## config.mk

```make
export PLATFORM = sky130hd
export DESIGN_NAME = rc4_top
export DESIGN_NICKNAME = d
export VERILOG_FILES = /design/src/logic/rc4_pkg.sv /design/src/logic/sbox_ram.sv /design/src/logic/ksa_ctrl.sv /design/src/logic/keystream_gen.sv /design/src/logic/cipher_store.sv /design/src/logic/plain_combine.sv /design/src/logic/rc4_top.sv
export VERILOG_INCLUDE_DIRS = /design/src /design/src/logic
export SDC_FILE = /design/constraint.sdc
export NUM_CORES = 2
export LEC_CHECK = 0
export BUFFER_PORTS_ARGS = -buffer_cell sky130_fd_sc_hd__buf_2
export CELL_PAD_IN_SITES_DETAIL_PLACEMENT = 0
export CELL_PAD_IN_SITES_GLOBAL_PLACEMENT = 1
export CORE_MARGIN = 1.5
export CORE_UTILIZATION = 49
export CTS_CLUSTER_SIZE = 28
export DETAILED_ROUTE_END_ITERATION = 10
export GPL_TIMING_DRIVEN = 0
export HOLD_SLACK_MARGIN = 0.12
export PLACE_DENSITY = 0.75
export REMOVE_ABC_BUFFERS = 1
export SLEW_MARGIN = 20
export SYNTH_ARGS = -nofsm -noshare
export SYNTH_HDL_FRONTEND = slang
export SYNTH_SLANG_ARGS = --single-unit
```

## constraint.sdc

```tcl
create_clock -name clk -period 14.37 [get_ports clk]
set_clock_uncertainty 0.1 [all_clocks]
set_input_delay 2.1555 -clock clk [delete_from_list [all_inputs] [get_ports clk]]
set_output_delay 2.1555 -clock clk [all_outputs]
set_load 0.03 [all_outputs]
```

## src/logic/rc4_consts.svh

```systemverilog
`ifndef RC4_CONSTS_SVH
`define RC4_CONSTS_SVH

// --------------------------------------------------
// RC4 sizing constants
// --------------------------------------------------

// Number of bytes in the state array, one per possible byte value.
`define RC4_N 256

// Length of the secret key in bytes.
`define RC4_KEY_BYTES 3

// Number of bytes in one encrypted message.
`define RC4_MSG_LEN 32

// Width of a message index, enough to count RC4_MSG_LEN bytes.
`define RC4_MSG_AW 5

`endif

```

## src/logic/rc4_pkg.sv

```systemverilog
`include "rc4_consts.svh"

package rc4_pkg;

	// --------------------------------------------------
	// Basic scalar types
	// --------------------------------------------------

	typedef logic [7:0] byte_t;                          // One data byte of state or message.
	typedef logic [`RC4_MSG_AW-1:0] msg_idx_t;           // Position of a byte in the message.

	// The secret key arrives as one word but the scheduler walks it bytewise.
	typedef union packed {
		logic [8*`RC4_KEY_BYTES-1:0] word;               // Whole key as seen at the port.
		byte_t [0:`RC4_KEY_BYTES-1] bytes;               // Byte 0 is the most significant.
	} secret_key_u;

	// --------------------------------------------------
	// Bundles between blocks
	// --------------------------------------------------

	// A single access to the state memory.
	typedef struct packed {
		logic valid;                                     // Request present this cycle.
		logic we;                                        // High for a write, low for a read.
		byte_t addr;                                     // State array position.
		byte_t wdata;                                    // Byte written when we is high.
	} sbox_req_t;

	// One keystream byte tagged with the message position it belongs to.
	typedef struct packed {
		logic valid;                                     // Single cycle strobe.
		msg_idx_t idx;                                   // Message position.
		byte_t data;                                     // Keystream byte.
	} ks_byte_t;

	// One recovered plaintext byte.
	typedef struct packed {
		logic valid;                                     // Single cycle strobe.
		msg_idx_t idx;                                   // Message position.
		byte_t data;                                     // Plaintext byte.
	} pt_byte_t;

endpackage

```

## src/logic/sbox_ram.sv

```systemverilog
`timescale 1ns/10ps
`include "rc4_consts.svh"

module sbox_ram (
	input  logic               clk,
	input  logic               reset_n,
	input  logic               ksa_done_i,   // Low gives the port to the scheduler.
	input  rc4_pkg::sbox_req_t ksa_req_i,
	input  rc4_pkg::sbox_req_t gen_req_i,
	output rc4_pkg::byte_t     rd_data_o
);

	// --------------------------------------------------
	// Storage and owner select
	// --------------------------------------------------

	rc4_pkg::byte_t mem [`RC4_N];                    // The RC4 state permutation.
	rc4_pkg::sbox_req_t req;                         // Request of the current owner.
	rc4_pkg::byte_t rd_q1;                           // First read stage, the array output.
	rc4_pkg::byte_t rd_q2;                           // Second read stage, drives the port.

	// Only one requester is active at a time, so a plain mux is enough.
	always_comb begin
		if (ksa_done_i) begin
			req = gen_req_i;                         // Keystream phase owns the memory.
		end else begin
			req = ksa_req_i;                         // Init and scheduling own it.
		end
	end

	// Writes land at the edge that accepts them.
	always_ff @(posedge clk) begin
		if (req.valid && req.we) begin
			mem[req.addr] <= req.wdata;              // Store the byte.
		end
	end

	// --------------------------------------------------
	// Two-stage read pipeline
	// --------------------------------------------------

	// The first stage only moves on a read, so the data holds until the next one.
	always_ff @(posedge clk or negedge reset_n) begin
		if (!reset_n) begin
			rd_q1 <= '0;
			rd_q2 <= '0;
		end else begin
			if (req.valid && !req.we) begin
				rd_q1 <= mem[req.addr];              // Sample the addressed byte.
			end
			rd_q2 <= rd_q1;                          // Second cycle of latency.
		end
	end

	assign rd_data_o = rd_q2;                        // Valid two cycles after the read.

endmodule

```

## src/logic/ksa_ctrl.sv

```systemverilog
`timescale 1ns/10ps
`include "rc4_consts.svh"

module ksa_ctrl (
	input  logic                 clk,
	input  logic                 reset_n,
	input  logic                 start_i,
	input  rc4_pkg::secret_key_u key_i,
	input  rc4_pkg::byte_t       rd_data_i,
	output rc4_pkg::sbox_req_t   req_o,
	output logic                 done_o
);

	typedef enum logic [3:0] {
		s_idle, s_init,
		s_rd_i, s_wt_i1, s_wt_i2, s_sv_i,
		s_rd_j, s_wt_j1, s_wt_j2, s_sv_j,
		s_wr_i, s_wr_j
	} state_t;

	state_t state;
	rc4_pkg::byte_t i;                               // Loop index, also the init value.
	rc4_pkg::byte_t j;                               // Running swap partner index.
	logic [1:0] key_idx;                             // Tracks i mod 3 without a divider.
	rc4_pkg::secret_key_u key_q;                     // Key held for the whole run.
	rc4_pkg::byte_t data_i;                          // S[i] saved before the swap.
	rc4_pkg::byte_t data_j;                          // S[j] saved before the swap.

	// --------------------------------------------------
	// Control FSM
	// --------------------------------------------------

	always_ff @(posedge clk or negedge reset_n) begin
		if (!reset_n) begin
			state   <= s_idle;
			i       <= '0;
			j       <= '0;
			key_idx <= '0;
			done_o  <= 1'b0;
		end else begin
			case (state)
				s_idle: if (start_i) begin
					i       <= '0;
					j       <= '0;
					key_idx <= '0;
					done_o  <= 1'b0;                 // Hands the memory back to this block.
					state   <= s_init;
				end
				s_init: begin
					i <= i + 8'd1;                   // Wraps to zero for the swap loop.
					if (i == 8'(`RC4_N - 1)) state <= s_rd_i;
				end
				s_rd_i:  state <= s_wt_i1;
				s_wt_i1: state <= s_wt_i2;
				s_wt_i2: state <= s_sv_i;
				s_sv_i: begin
					j     <= j + rd_data_i + key_q.bytes[key_idx];  // j += S[i] + key[i mod 3].
					state <= s_rd_j;
				end
				s_rd_j:  state <= s_wt_j1;
				s_wt_j1: state <= s_wt_j2;
				s_wt_j2: state <= s_sv_j;
				s_sv_j:  state <= s_wr_i;
				s_wr_i:  state <= s_wr_j;
				s_wr_j: begin
					i <= i + 8'd1;
					if (key_idx == 2'(`RC4_KEY_BYTES - 1)) key_idx <= '0;
					else key_idx <= key_idx + 2'd1;
					if (i == 8'(`RC4_N - 1)) begin
						done_o <= 1'b1;              // Last swap accepted at this edge.
						state  <= s_idle;
					end else begin
						state <= s_rd_i;
					end
				end
				default: state <= s_idle;
			endcase
		end
	end

	// Payload captures, no control meaning.
	always_ff @(posedge clk) begin
		if (state == s_idle && start_i) key_q.word <= key_i.word;  // Latch the key.
		if (state == s_sv_i) data_i <= rd_data_i;
		if (state == s_sv_j) data_j <= rd_data_i;
	end

	// --------------------------------------------------
	// Memory requests
	// --------------------------------------------------

	always_comb begin
		req_o = '0;
		case (state)
			s_init: req_o = '{valid: 1'b1, we: 1'b1, addr: i, wdata: i};   // Identity fill.
			s_rd_i: req_o = '{valid: 1'b1, we: 1'b0, addr: i, wdata: '0};
			s_rd_j: req_o = '{valid: 1'b1, we: 1'b0, addr: j, wdata: '0};
			s_wr_i: req_o = '{valid: 1'b1, we: 1'b1, addr: i, wdata: data_j}; // S[i] = old S[j].
			s_wr_j: req_o = '{valid: 1'b1, we: 1'b1, addr: j, wdata: data_i}; // S[j] = old S[i].
			default: req_o = '0;
		endcase
	end

endmodule

```

## src/logic/keystream_gen.sv

```systemverilog
`timescale 1ns/10ps
`include "rc4_consts.svh"

module keystream_gen (
	input  logic               clk,
	input  logic               reset_n,
	input  logic               start_i,      // Scheduler done level.
	input  rc4_pkg::byte_t     rd_data_i,
	output rc4_pkg::sbox_req_t req_o,
	output rc4_pkg::ks_byte_t  ks_o
);

	typedef enum logic [3:0] {
		s_idle,
		s_rd_i, s_wt_i1, s_wt_i2, s_sv_i,
		s_rd_j, s_wt_j1, s_wt_j2, s_sv_j,
		s_wr_i, s_wr_j,
		s_rd_t, s_wt_t1, s_wt_t2, s_sv_t
	} state_t;

	state_t state;
	logic start_q;                                   // Previous start level for edge detect.
	logic start_rise;
	rc4_pkg::byte_t i;                               // Output loop index i.
	rc4_pkg::byte_t j;                               // Output loop index j.
	rc4_pkg::byte_t i_inc;
	rc4_pkg::msg_idx_t k;                            // Message byte being produced.
	rc4_pkg::byte_t s_i;                             // Saved S[i].
	rc4_pkg::byte_t s_j;                             // Saved S[j].

	assign start_rise = start_i && !start_q;        // Scheduling just finished.
	assign i_inc = i + 8'd1;

	// --------------------------------------------------
	// Output loop FSM
	// --------------------------------------------------

	always_ff @(posedge clk or negedge reset_n) begin
		if (!reset_n) begin
			state   <= s_idle;
			start_q <= 1'b0;
			i       <= '0;
			j       <= '0;
			k       <= '0;
			ks_o    <= '0;
		end else begin
			start_q    <= start_i;
			ks_o.valid <= 1'b0;                      // Strobe lasts one cycle.
			case (state)
				s_idle: if (start_rise) begin
					i     <= '0;
					j     <= '0;
					k     <= '0;
					state <= s_rd_i;
				end
				s_rd_i: begin
					i     <= i_inc;                  // Step i before reading S[i].
					state <= s_wt_i1;
				end
				s_wt_i1: state <= s_wt_i2;
				s_wt_i2: state <= s_sv_i;
				s_sv_i: begin
					j     <= j + rd_data_i;          // j += S[i].
					state <= s_rd_j;
				end
				s_rd_j:  state <= s_wt_j1;
				s_wt_j1: state <= s_wt_j2;
				s_wt_j2: state <= s_sv_j;
				s_sv_j:  state <= s_wr_i;
				s_wr_i:  state <= s_wr_j;
				s_wr_j:  state <= s_rd_t;
				s_rd_t:  state <= s_wt_t1;
				s_wt_t1: state <= s_wt_t2;
				s_wt_t2: state <= s_sv_t;
				s_sv_t: begin
					ks_o.valid <= 1'b1;
					ks_o.idx   <= k;
					ks_o.data  <= rd_data_i;         // S[S[i] + S[j]].
					k          <= k + 1'b1;
					if (k == rc4_pkg::msg_idx_t'(`RC4_MSG_LEN - 1)) state <= s_idle;
					else state <= s_rd_i;
				end
				default: state <= s_idle;
			endcase
		end
	end

	always_ff @(posedge clk) begin
		if (state == s_sv_i) s_i <= rd_data_i;
		if (state == s_sv_j) s_j <= rd_data_i;
	end

	// --------------------------------------------------
	// Memory requests
	// --------------------------------------------------

	always_comb begin
		req_o = '0;
		case (state)
			s_rd_i: req_o = '{valid: 1'b1, we: 1'b0, addr: i_inc, wdata: '0};
			s_rd_j: req_o = '{valid: 1'b1, we: 1'b0, addr: j, wdata: '0};
			s_wr_i: req_o = '{valid: 1'b1, we: 1'b1, addr: i, wdata: s_j};  // Swap, first half.
			s_wr_j: req_o = '{valid: 1'b1, we: 1'b1, addr: j, wdata: s_i};  // Swap, second half.
			s_rd_t: req_o = '{valid: 1'b1, we: 1'b0, addr: s_i + s_j, wdata: '0};
			default: req_o = '0;
		endcase
	end

endmodule

```

## src/logic/cipher_store.sv

```systemverilog
`timescale 1ns/10ps
`include "rc4_consts.svh"

module cipher_store (
	input  logic              clk,
	input  logic              reset_n,
	input  logic              load_i,
	input  rc4_pkg::msg_idx_t load_idx_i,
	input  rc4_pkg::byte_t    load_data_i,
	input  logic              busy_i,        // A run is in progress.
	input  rc4_pkg::ks_byte_t ks_i,
	output rc4_pkg::byte_t    ct_o,
	output rc4_pkg::ks_byte_t ks_o
);

	rc4_pkg::byte_t mem [`RC4_MSG_LEN];              // Ciphertext of the current message.

	// --------------------------------------------------
	// Load port and read by keystream index
	// --------------------------------------------------

	always_ff @(posedge clk) begin
		if (load_i && !busy_i) begin
			mem[load_idx_i] <= load_data_i;          // Loads during a run are dropped.
		end
		if (ks_i.valid) begin
			ct_o <= mem[ks_i.idx];                   // Lines up with the delayed keystream.
		end
	end

	// Keystream copy delayed by the same cycle as the ciphertext read.
	always_ff @(posedge clk or negedge reset_n) begin
		if (!reset_n) begin
			ks_o <= '0;
		end else begin
			ks_o <= ks_i;
		end
	end

endmodule

```

## src/logic/plain_combine.sv

```systemverilog
`timescale 1ns/10ps
`include "rc4_consts.svh"

module plain_combine (
	input  logic              clk,
	input  logic              reset_n,
	input  logic              start_i,
	input  rc4_pkg::ks_byte_t ks_i,
	input  rc4_pkg::byte_t    ct_i,
	output rc4_pkg::pt_byte_t pt_o,
	output logic              done_o,
	output logic              busy_o         // High from start until the last byte.
);

	rc4_pkg::msg_idx_t cnt;                          // Plaintext bytes delivered so far.

	// --------------------------------------------------
	// XOR stage and completion tracking
	// --------------------------------------------------

	always_ff @(posedge clk or negedge reset_n) begin
		if (!reset_n) begin
			pt_o   <= '0;
			cnt    <= '0;
			done_o <= 1'b0;
			busy_o <= 1'b0;
		end else begin
			pt_o.valid <= ks_i.valid;
			pt_o.idx   <= ks_i.idx;
			pt_o.data  <= ks_i.data ^ ct_i;          // RC4 decrypt is a plain XOR.
			if (start_i && !busy_o) begin
				busy_o <= 1'b1;                      // New run, loads now locked out.
				done_o <= 1'b0;
				cnt    <= '0;
			end else if (pt_o.valid) begin
				cnt <= cnt + 1'b1;
				if (cnt == rc4_pkg::msg_idx_t'(`RC4_MSG_LEN - 1)) begin
					done_o <= 1'b1;                  // One cycle after the last strobe.
					busy_o <= 1'b0;
				end
			end
		end
	end

endmodule

```

## src/logic/rc4_top.sv

```systemverilog
`timescale 1ns/10ps

module rc4_top (
	input  logic                 clk,
	input  logic                 reset_n,
	input  logic                 start_i,
	input  rc4_pkg::secret_key_u key_i,
	input  logic                 load_i,
	input  rc4_pkg::msg_idx_t    load_idx_i,
	input  rc4_pkg::byte_t       load_data_i,
	output rc4_pkg::pt_byte_t    pt_o,
	output logic                 done_o
);

	// --------------------------------------------------
	// Internal wiring
	// --------------------------------------------------

	rc4_pkg::sbox_req_t ksa_req;                     // Scheduler side of the memory.
	rc4_pkg::sbox_req_t gen_req;                     // Generator side of the memory.
	rc4_pkg::byte_t     rd_data;                     // Shared read data.
	logic               ksa_done;                    // Also the memory owner select.
	logic               busy;                        // Run in progress.
	rc4_pkg::ks_byte_t  ks_raw;                      // Keystream from the generator.
	rc4_pkg::ks_byte_t  ks_dly;                      // Keystream aligned with ciphertext.
	rc4_pkg::byte_t     ct_byte;                     // Ciphertext for the aligned index.

	sbox_ram u_sbox_ram (
		.clk        (clk),
		.reset_n    (reset_n),
		.ksa_done_i (ksa_done),
		.ksa_req_i  (ksa_req),
		.gen_req_i  (gen_req),
		.rd_data_o  (rd_data)
	);

	ksa_ctrl u_ksa_ctrl (
		.clk       (clk),
		.reset_n   (reset_n),
		.start_i   (start_i),
		.key_i     (key_i),
		.rd_data_i (rd_data),
		.req_o     (ksa_req),
		.done_o    (ksa_done)
	);

	keystream_gen u_keystream_gen (
		.clk       (clk),
		.reset_n   (reset_n),
		.start_i   (ksa_done),
		.rd_data_i (rd_data),
		.req_o     (gen_req),
		.ks_o      (ks_raw)
	);

	cipher_store u_cipher_store (
		.clk         (clk),
		.reset_n     (reset_n),
		.load_i      (load_i),
		.load_idx_i  (load_idx_i),
		.load_data_i (load_data_i),
		.busy_i      (busy),
		.ks_i        (ks_raw),
		.ct_o        (ct_byte),
		.ks_o        (ks_dly)
	);

	plain_combine u_plain_combine (
		.clk     (clk),
		.reset_n (reset_n),
		.start_i (start_i),
		.ks_i    (ks_dly),
		.ct_i    (ct_byte),
		.pt_o    (pt_o),
		.done_o  (done_o),
		.busy_o  (busy)
	);

endmodule

```

== Word level (Yosys, flattened, before mapping) ==
Memories as Yosys holds them, arrays and structs flattened. A register that Yosys moved wholly into a read port is not among the register bits.
Cells that the tools add are included.

* Output and inout port bits: 15
* RAM bits: 2304
* Memories: 2
* Bits in registers: 162
* Bits of input ports: 41
* Word-level logic and storage cells: 145

* Equal/unequal tests: 33
* Magnitude comparators: 1
* Mux-type cells: 40
* Bitwise logic cells: 2
* Reductions and logical operators: 30
* Add/subtract/negate cells: 9

{| class="wikitable"
|+ Memory list
! memory !! words !! width !! rd ports !! clocked after memory_dff !! write ports !! RTL line !! source
|-
| u_sbox_ram.mem || 256 || 8 || 1 || 1 || 1 || sbox_ram.sv:17 || <nowiki>rc4_pkg::byte_t mem [`RC4_N];</nowiki>
|-
| u_cipher_store.mem || 32 || 8 || 1 || 1 || 1 || cipher_store.sv:16 || <nowiki>rc4_pkg::byte_t mem [`RC4_MSG_LEN];</nowiki>
|}

{| class="wikitable"
|+ Operator list
! cell !! count
|-
| 18-bit case mux with 5 select lines || 2
|-
| 8-bit case mux with 2 select lines || 4
|-
| 4-bit case mux with 15 select lines || 1
|-
| 4-bit case mux with 12 select lines || 1
|-
| 4-bit == test (second input constant) || 11
|-
| 8-bit adder || 4
|-
| 4-bit by 3-bit == test with 1-bit output (second input constant) || 8
|-
| 8-bit 2-to-1 mux || 4
|-
| 18-bit 2-to-1 mux || 1
|-
| 8-bit by 1-bit adder with 8-bit output (second input constant) || 2
|-
| 8-bit binary-select mux with 2-bit select || 1
|-
| 4-bit by 2-bit == test with 1-bit output (second input constant) || 4
|-
| 2-bit AND reduction || 8
|-
| 2-bit nonzero test || 8
|-
| 5-bit 2-to-1 mux || 3
|-
| 14-bit 2-to-1 mux || 1
|-
| 1-bit 2-to-1 mux || 13
|-
| 4-bit 2-to-1 mux || 3
|-
| 5-bit by 1-bit adder with 5-bit output (second input constant) || 2
|-
| 5-bit == test (second input constant) || 2
|-
| 5-bit case mux with 2 select lines || 1
|-
| 4-bit by 1-bit == test with 1-bit output (second input constant) || 2
|-
| 8-bit == test (second input constant) || 1
|-
| 4-bit zero test || 2
|-
| other kinds (14) || 26
|}

== Logic depth before layout (Yosys ltp) ==
* Depth after elaboration: 6
* Gate-level depth with buffers: 19
* Mapped depth without buffers: 14

== By module ==
A second synthesis with hierarchy kept.

* Cell total of the unflattened synthesis: 5465
* Area total of the unflattened synthesis: 97952.7 sq um

{| class="wikitable"
|+ Modules (own cells, without submodules)
! module !! sequential area each (sq um) !! instances !! area an instance (sq um) !! cells each
|-
| sbox_ram || 61899.4 || 1 || 80333.3 || 4387
|-
| cipher_store || 8277.9 || 1 || 10522.6 || 433
|-
| ksa_ctrl || 1776.7 || 1 || 3184.3 || 276
|-
| keystream_gen || 1481.4 || 1 || 3168.0 || 319
|-
| plain_combine || 525.5 || 1 || 744.5 || 50
|}

== Worst setup path before layout ==
No wires, ideal clock.

* Kind: reg-to-reg
* From: register u_keystream_gen.state[2]
* To: memory u_sbox_ram.mem[0][1] (netlist name), data pin
* Data required time: 12.082 ns
* Setup slack: 0.863 ns
* Setup time: 2.188 ns
* Buffers on the path: 1
* Data arrival time: 11.219 ns
* Period minus slack after synthesis: 13.507 ns
* Cell stages (with the launch flop): 7
* Path through: dfrtp_1 buf_2 inv_1 nand2_1 nor2_1 a22oi_1 o21ai_0

{| class="wikitable"
|+ RTL lines
! what !! RTL line !! source
|-
| start: declaration || keystream_gen.sv:21 || <nowiki>state_t state;</nowiki>
|-
| start signal: assignment || keystream_gen.sv:40 || <nowiki>state <= s_idle;</nowiki>
|-
| start signal: assignment || keystream_gen.sv:54 || <nowiki>state <= s_rd_i;</nowiki>
|-
| start signal: assignment || keystream_gen.sv:58 || <nowiki>state <= s_wt_i1;</nowiki>
|-
| end: declaration || sbox_ram.sv:17 ||
|}

== Worst setup path in the final report ==
* From: register u_ksa_ctrl.state[0]
* To: register u_sbox_ram.rd_q1[0], read port of u_sbox_ram.mem

* Longest elaborated chain between the ends: 5
* Elaborated cells between the ends (all ways): 9
* Those cells by class: eq/ne (5); mux (2); reduce/logical (2)

{| class="wikitable"
|+ RTL lines
! what !! RTL line !! source
|-
| start: declaration || ksa_ctrl.sv:21 || <nowiki>state_t state;</nowiki>
|-
| start signal: assignment || ksa_ctrl.sv:35 || <nowiki>state <= s_idle;</nowiki>
|-
| start signal: assignment || ksa_ctrl.sv:47 || <nowiki>state <= s_init;</nowiki>
|-
| start signal: assignment || ksa_ctrl.sv:51 || <nowiki>if (i == 8'(`RC4_N - 1)) state <= s_rd_i;</nowiki>
|-
| 4-bit == test (tied with other cells) || ksa_ctrl.sv:94 || <nowiki>case (state)</nowiki>
|-
| 18-bit case mux with 5 select lines * || ksa_ctrl.sv:94 ||
|-
| 18-bit 2-to-1 mux * || sbox_ram.sv:24 || <nowiki>if (ksa_done_i) begin</nowiki>
|-
| 1-bit zero test || sbox_ram.sv:48 || <nowiki>if (req.valid && !req.we) begin</nowiki>
|-
| 1-bit logical AND || sbox_ram.sv:48 ||
|-
| end: declaration || sbox_ram.sv:19 || <nowiki>rc4_pkg::byte_t rd_q1;</nowiki>
|}

Every way passes the cells marked *; elsewhere a longest branch is shown, timed or not.
A chain may end at the register's enable or synchronous reset.

==> results.toml <==
[placed_design]
pre_cts_slack_ns = 6.37
io_buffer_count = 55
placed_cell_area_um2 = 106000
routabilityCongestion = 0.819
place_hpwl_um = 180000

[logic_synthesis]
synth_cell_types = 94
yosysTopAreaCell = "edfxtp_1"
synth_edf_count = 2368
syn_area_per_cell_um2 = 15.1
synth_area_leaders = "edfxtp_1, nand2_1, mux4_2"
async_reset_ff_share_pct = 4.59
yosysSeqAreaShare_pct = 74.7
synthCells = 6558
synth_ff_type = "edfxtp_1"
synth_warnings = 0
yosys_register_bits = 2482
syn_area_um2 = 99000
synth_top_cell_area_share_pct = 71.9

[floorplanning]
die_area_um2 = 205000
start_util_pct = 49.4
pin_count = 56
fp.dieH_um = 452
rows = 164
fp.dieW_um = 452
core_region_area_um2 = 200000

[finish]
finalNetCount = 6747
nFillCells = 15100
layout_common_cells = "edfxtp_1, nand2_1, nand3_1"
layout_commonest_cell = "edfxtp_1"
finalInstanceArea_um2 = 114000
area_growth_pct = 15.6
layout-drive-gt1-share_pct = 13.7

[sta]
relSlewSlack_pct = 15.7
final.period_utilization_pct = 56.7
min_period_ns = 8.14
whs_ns = 0.247
setup_viol = 0
hold_violations = 0
slew_violations = 0
post-route-worst-setup-slack_ns = 6.23
worst_pin_slew_ns = 1.25
rsz0062_at_grt = "no"
fmax_mhz = 123

[setup_path]
crit_top_cell = "buf_16"
crit_path_cell_trace = "nor4b_2 > a22oi_2 > a31oi_2 > nor2_4 > buf_16 > buf_16 > buf_16 > nor2_4 > buf_12 > buf_12 > buf_16 > a31oi_1 > nand3_1 > a21oi_1 > or4_1 > nor4_1 > a21oi_1"
critPathKind = "register to register"
start_kind = "register"
crit_arrival_ns = 8.79
critPathSlowestCell = "nor4_1"
required_ns = 15.01
cp_slowest_stage_delay_ns = 1.07
cp_num_buf_inv = 6
crit_family = "simple AND/OR/NAND/NOR gates"
cp_max_fo = 23
cp-end-kind = "register"

[clocking]
cts_tree = "built"
numCtsBuffers = 238
clock-sinks = 2482
clock_latency_ns = 0.89
cts_root_buf = "clkbuf_16"
htreeDepth = 4
cts_setup_buffers = 0
holdBufCountCts = 0
cts.clk_slew.worst_paths_ns = 0.07
cts_buffer_depth = 3
ctsResizeCount = 0

[detailed_routing]
drc = 0
drtIter0Drc = 7597
wl_um = 277000
drtPass1Iterations = 5
via_per_inst = 6.23
ant_nets = 0
vias = 59500
routedWlPerCell_um = 29.1

[run]
maxCapViolations = 0

[global_route]
grt_usage_pct = 27.0
grt_pass1_wl_um = 403000
grt_pass1_vias = 57600
antenna_found_initial = 9
grt_max_degree = 61
grt_overflow = 0

[pwr]
powerDensity_nw_per_um2 = 124
max-vdd-ir-drop_v = 0.000135
p_leak_nw = 41.8

[hold_path]
min-delay-path-class = "register to register"

[status]
status = "completed"
[cell usage after synthesis, types with 10 or more instances]
master	n
edfxtp_1	2368
nand2_1	1341
nand3_1	455
nor2_1	401
mux4_2	187
mux2i_1	182
clkbuf_1	158
buf_2	156
a32oi_1	121
dfrtp_1	114
a31oi_1	105
nand4_1	104
o21ai_0	86
and3_1	78
a21oi_1	56
a311oi_1	56
a211oi_1	50
buf_4	44
buf_1	42
a22oi_1	36
o22ai_1	29
ha_1	26
nor3_1	25
xnor2_1	17
xor2_1	17
a2111oi_0	15
a221oi_1	15
o211ai_1	15
inv_1	14
a21o_1	12
o2111ai_1	11
a22o_1	10
fa_1	10
nor4_1	10
[registers in the layout, indices dropped and copies added, names as in the netlist, 14 cells and up]
register	flops
u_plain_combine.pt_o	14
u_keystream_gen.ks_o	14
u_cipher_store.ks_o	14
u_cipher_store.mem	256
u_sbox_ram.mem	2048
u_ksa_ctrl.key_q	24
[layout make-up]
type	instances	area, um^2	share of cell area, %
clock buffers	290	6360	5.55
multi-input cells	3650	23500	20.5
repair buffers	281	5600	4.89
clock inverters	161	1620	1.41
inverters	17	63.8	0.0558
diodes	6	15.0	0.0131
well taps	2656	3320	2.90
flip-flops and latches	2482	74000	64.6
[final timing paths]
kind / from / end / slack [ns] / depth (start not counted)
hold reg to reg: u_cipher_store.ks_o[9]$_DFF_PN0_ / u_plain_combine.pt_o[9]$_DFF_PN0_ / 0.25 / 0
max in group asynchronous: reset_n / u_ksa_ctrl.i[6]$_DFFE_PN0P_ / 12.33 / 2
setup reg to reg: u_ksa_ctrl.state[0]$_DFFE_PN0P_ / u_sbox_ram.rd_q1[0]$_DFFE_PN0P_ / 6.23 / 17
hold / removal: u_cipher_store.ks_o[9]$_DFF_PN0_ / u_plain_combine.pt_o[9]$_DFF_PN0_ / 0.25 / 0
setup / recovery: u_ksa_ctrl.state[0]$_DFFE_PN0P_ / u_sbox_ram.rd_q1[0]$_DFFE_PN0P_ / 6.23 / 17
min in group asynchronous: reset_n / u_plain_combine.pt_o[2]$_DFF_PN0_ / 1.12 / 1
[cell families after synthesis]
logic type | after synthesis | share of synthesized area, %
AO/OA/AOI/OAI | 707 | 5.29
XOR/XNOR | 34 | 0.301
adder cells (fa/ha/maj) | 36 | 0.531
buffers and inverters | 426 | 2.05
flip-flops | 2482 | 74.7
multiplexers | 378 | 6.20
AND/OR/NAND/NOR | 2495 | 10.9
[metrics by stage]
step	utilization (%)	total power, mW	TNS, ns	instances
3_5_place_dp	53.2	8.01	0	9086
2_1_floorplan	-	7.98	-816.59	6149
4_1_cts	57.1	14.2	0	9537
3_3_place_gp	50.2	8.00	-	8860
5_1_grt	57.1	14.5	0	9537
6_report	57.1	14.2	0	9543
[where the power goes]
| part | switching [mW] | total (mW) | internal [mW] |
|---|---|---|---|
| logic | 0.0248 | 0.0338 | 0.00899 |
| clock network | 2.77 | 6.34 | 3.57 |
| registers | 0.00305 | 7.82 | 7.82 |
[metal layers]
| metal | GRT usage (%) | routed length [um] |
|---|---|---|
| met1 | 37.1 | 109000 |
| met2 | 42.4 | 131000 |
| met3 | 4.84 | 24400 |
| met4 | 12.2 | 13200 |
| met5 | 0 | 87 |
Note: power is estimated with default switching activity, not from simulation.
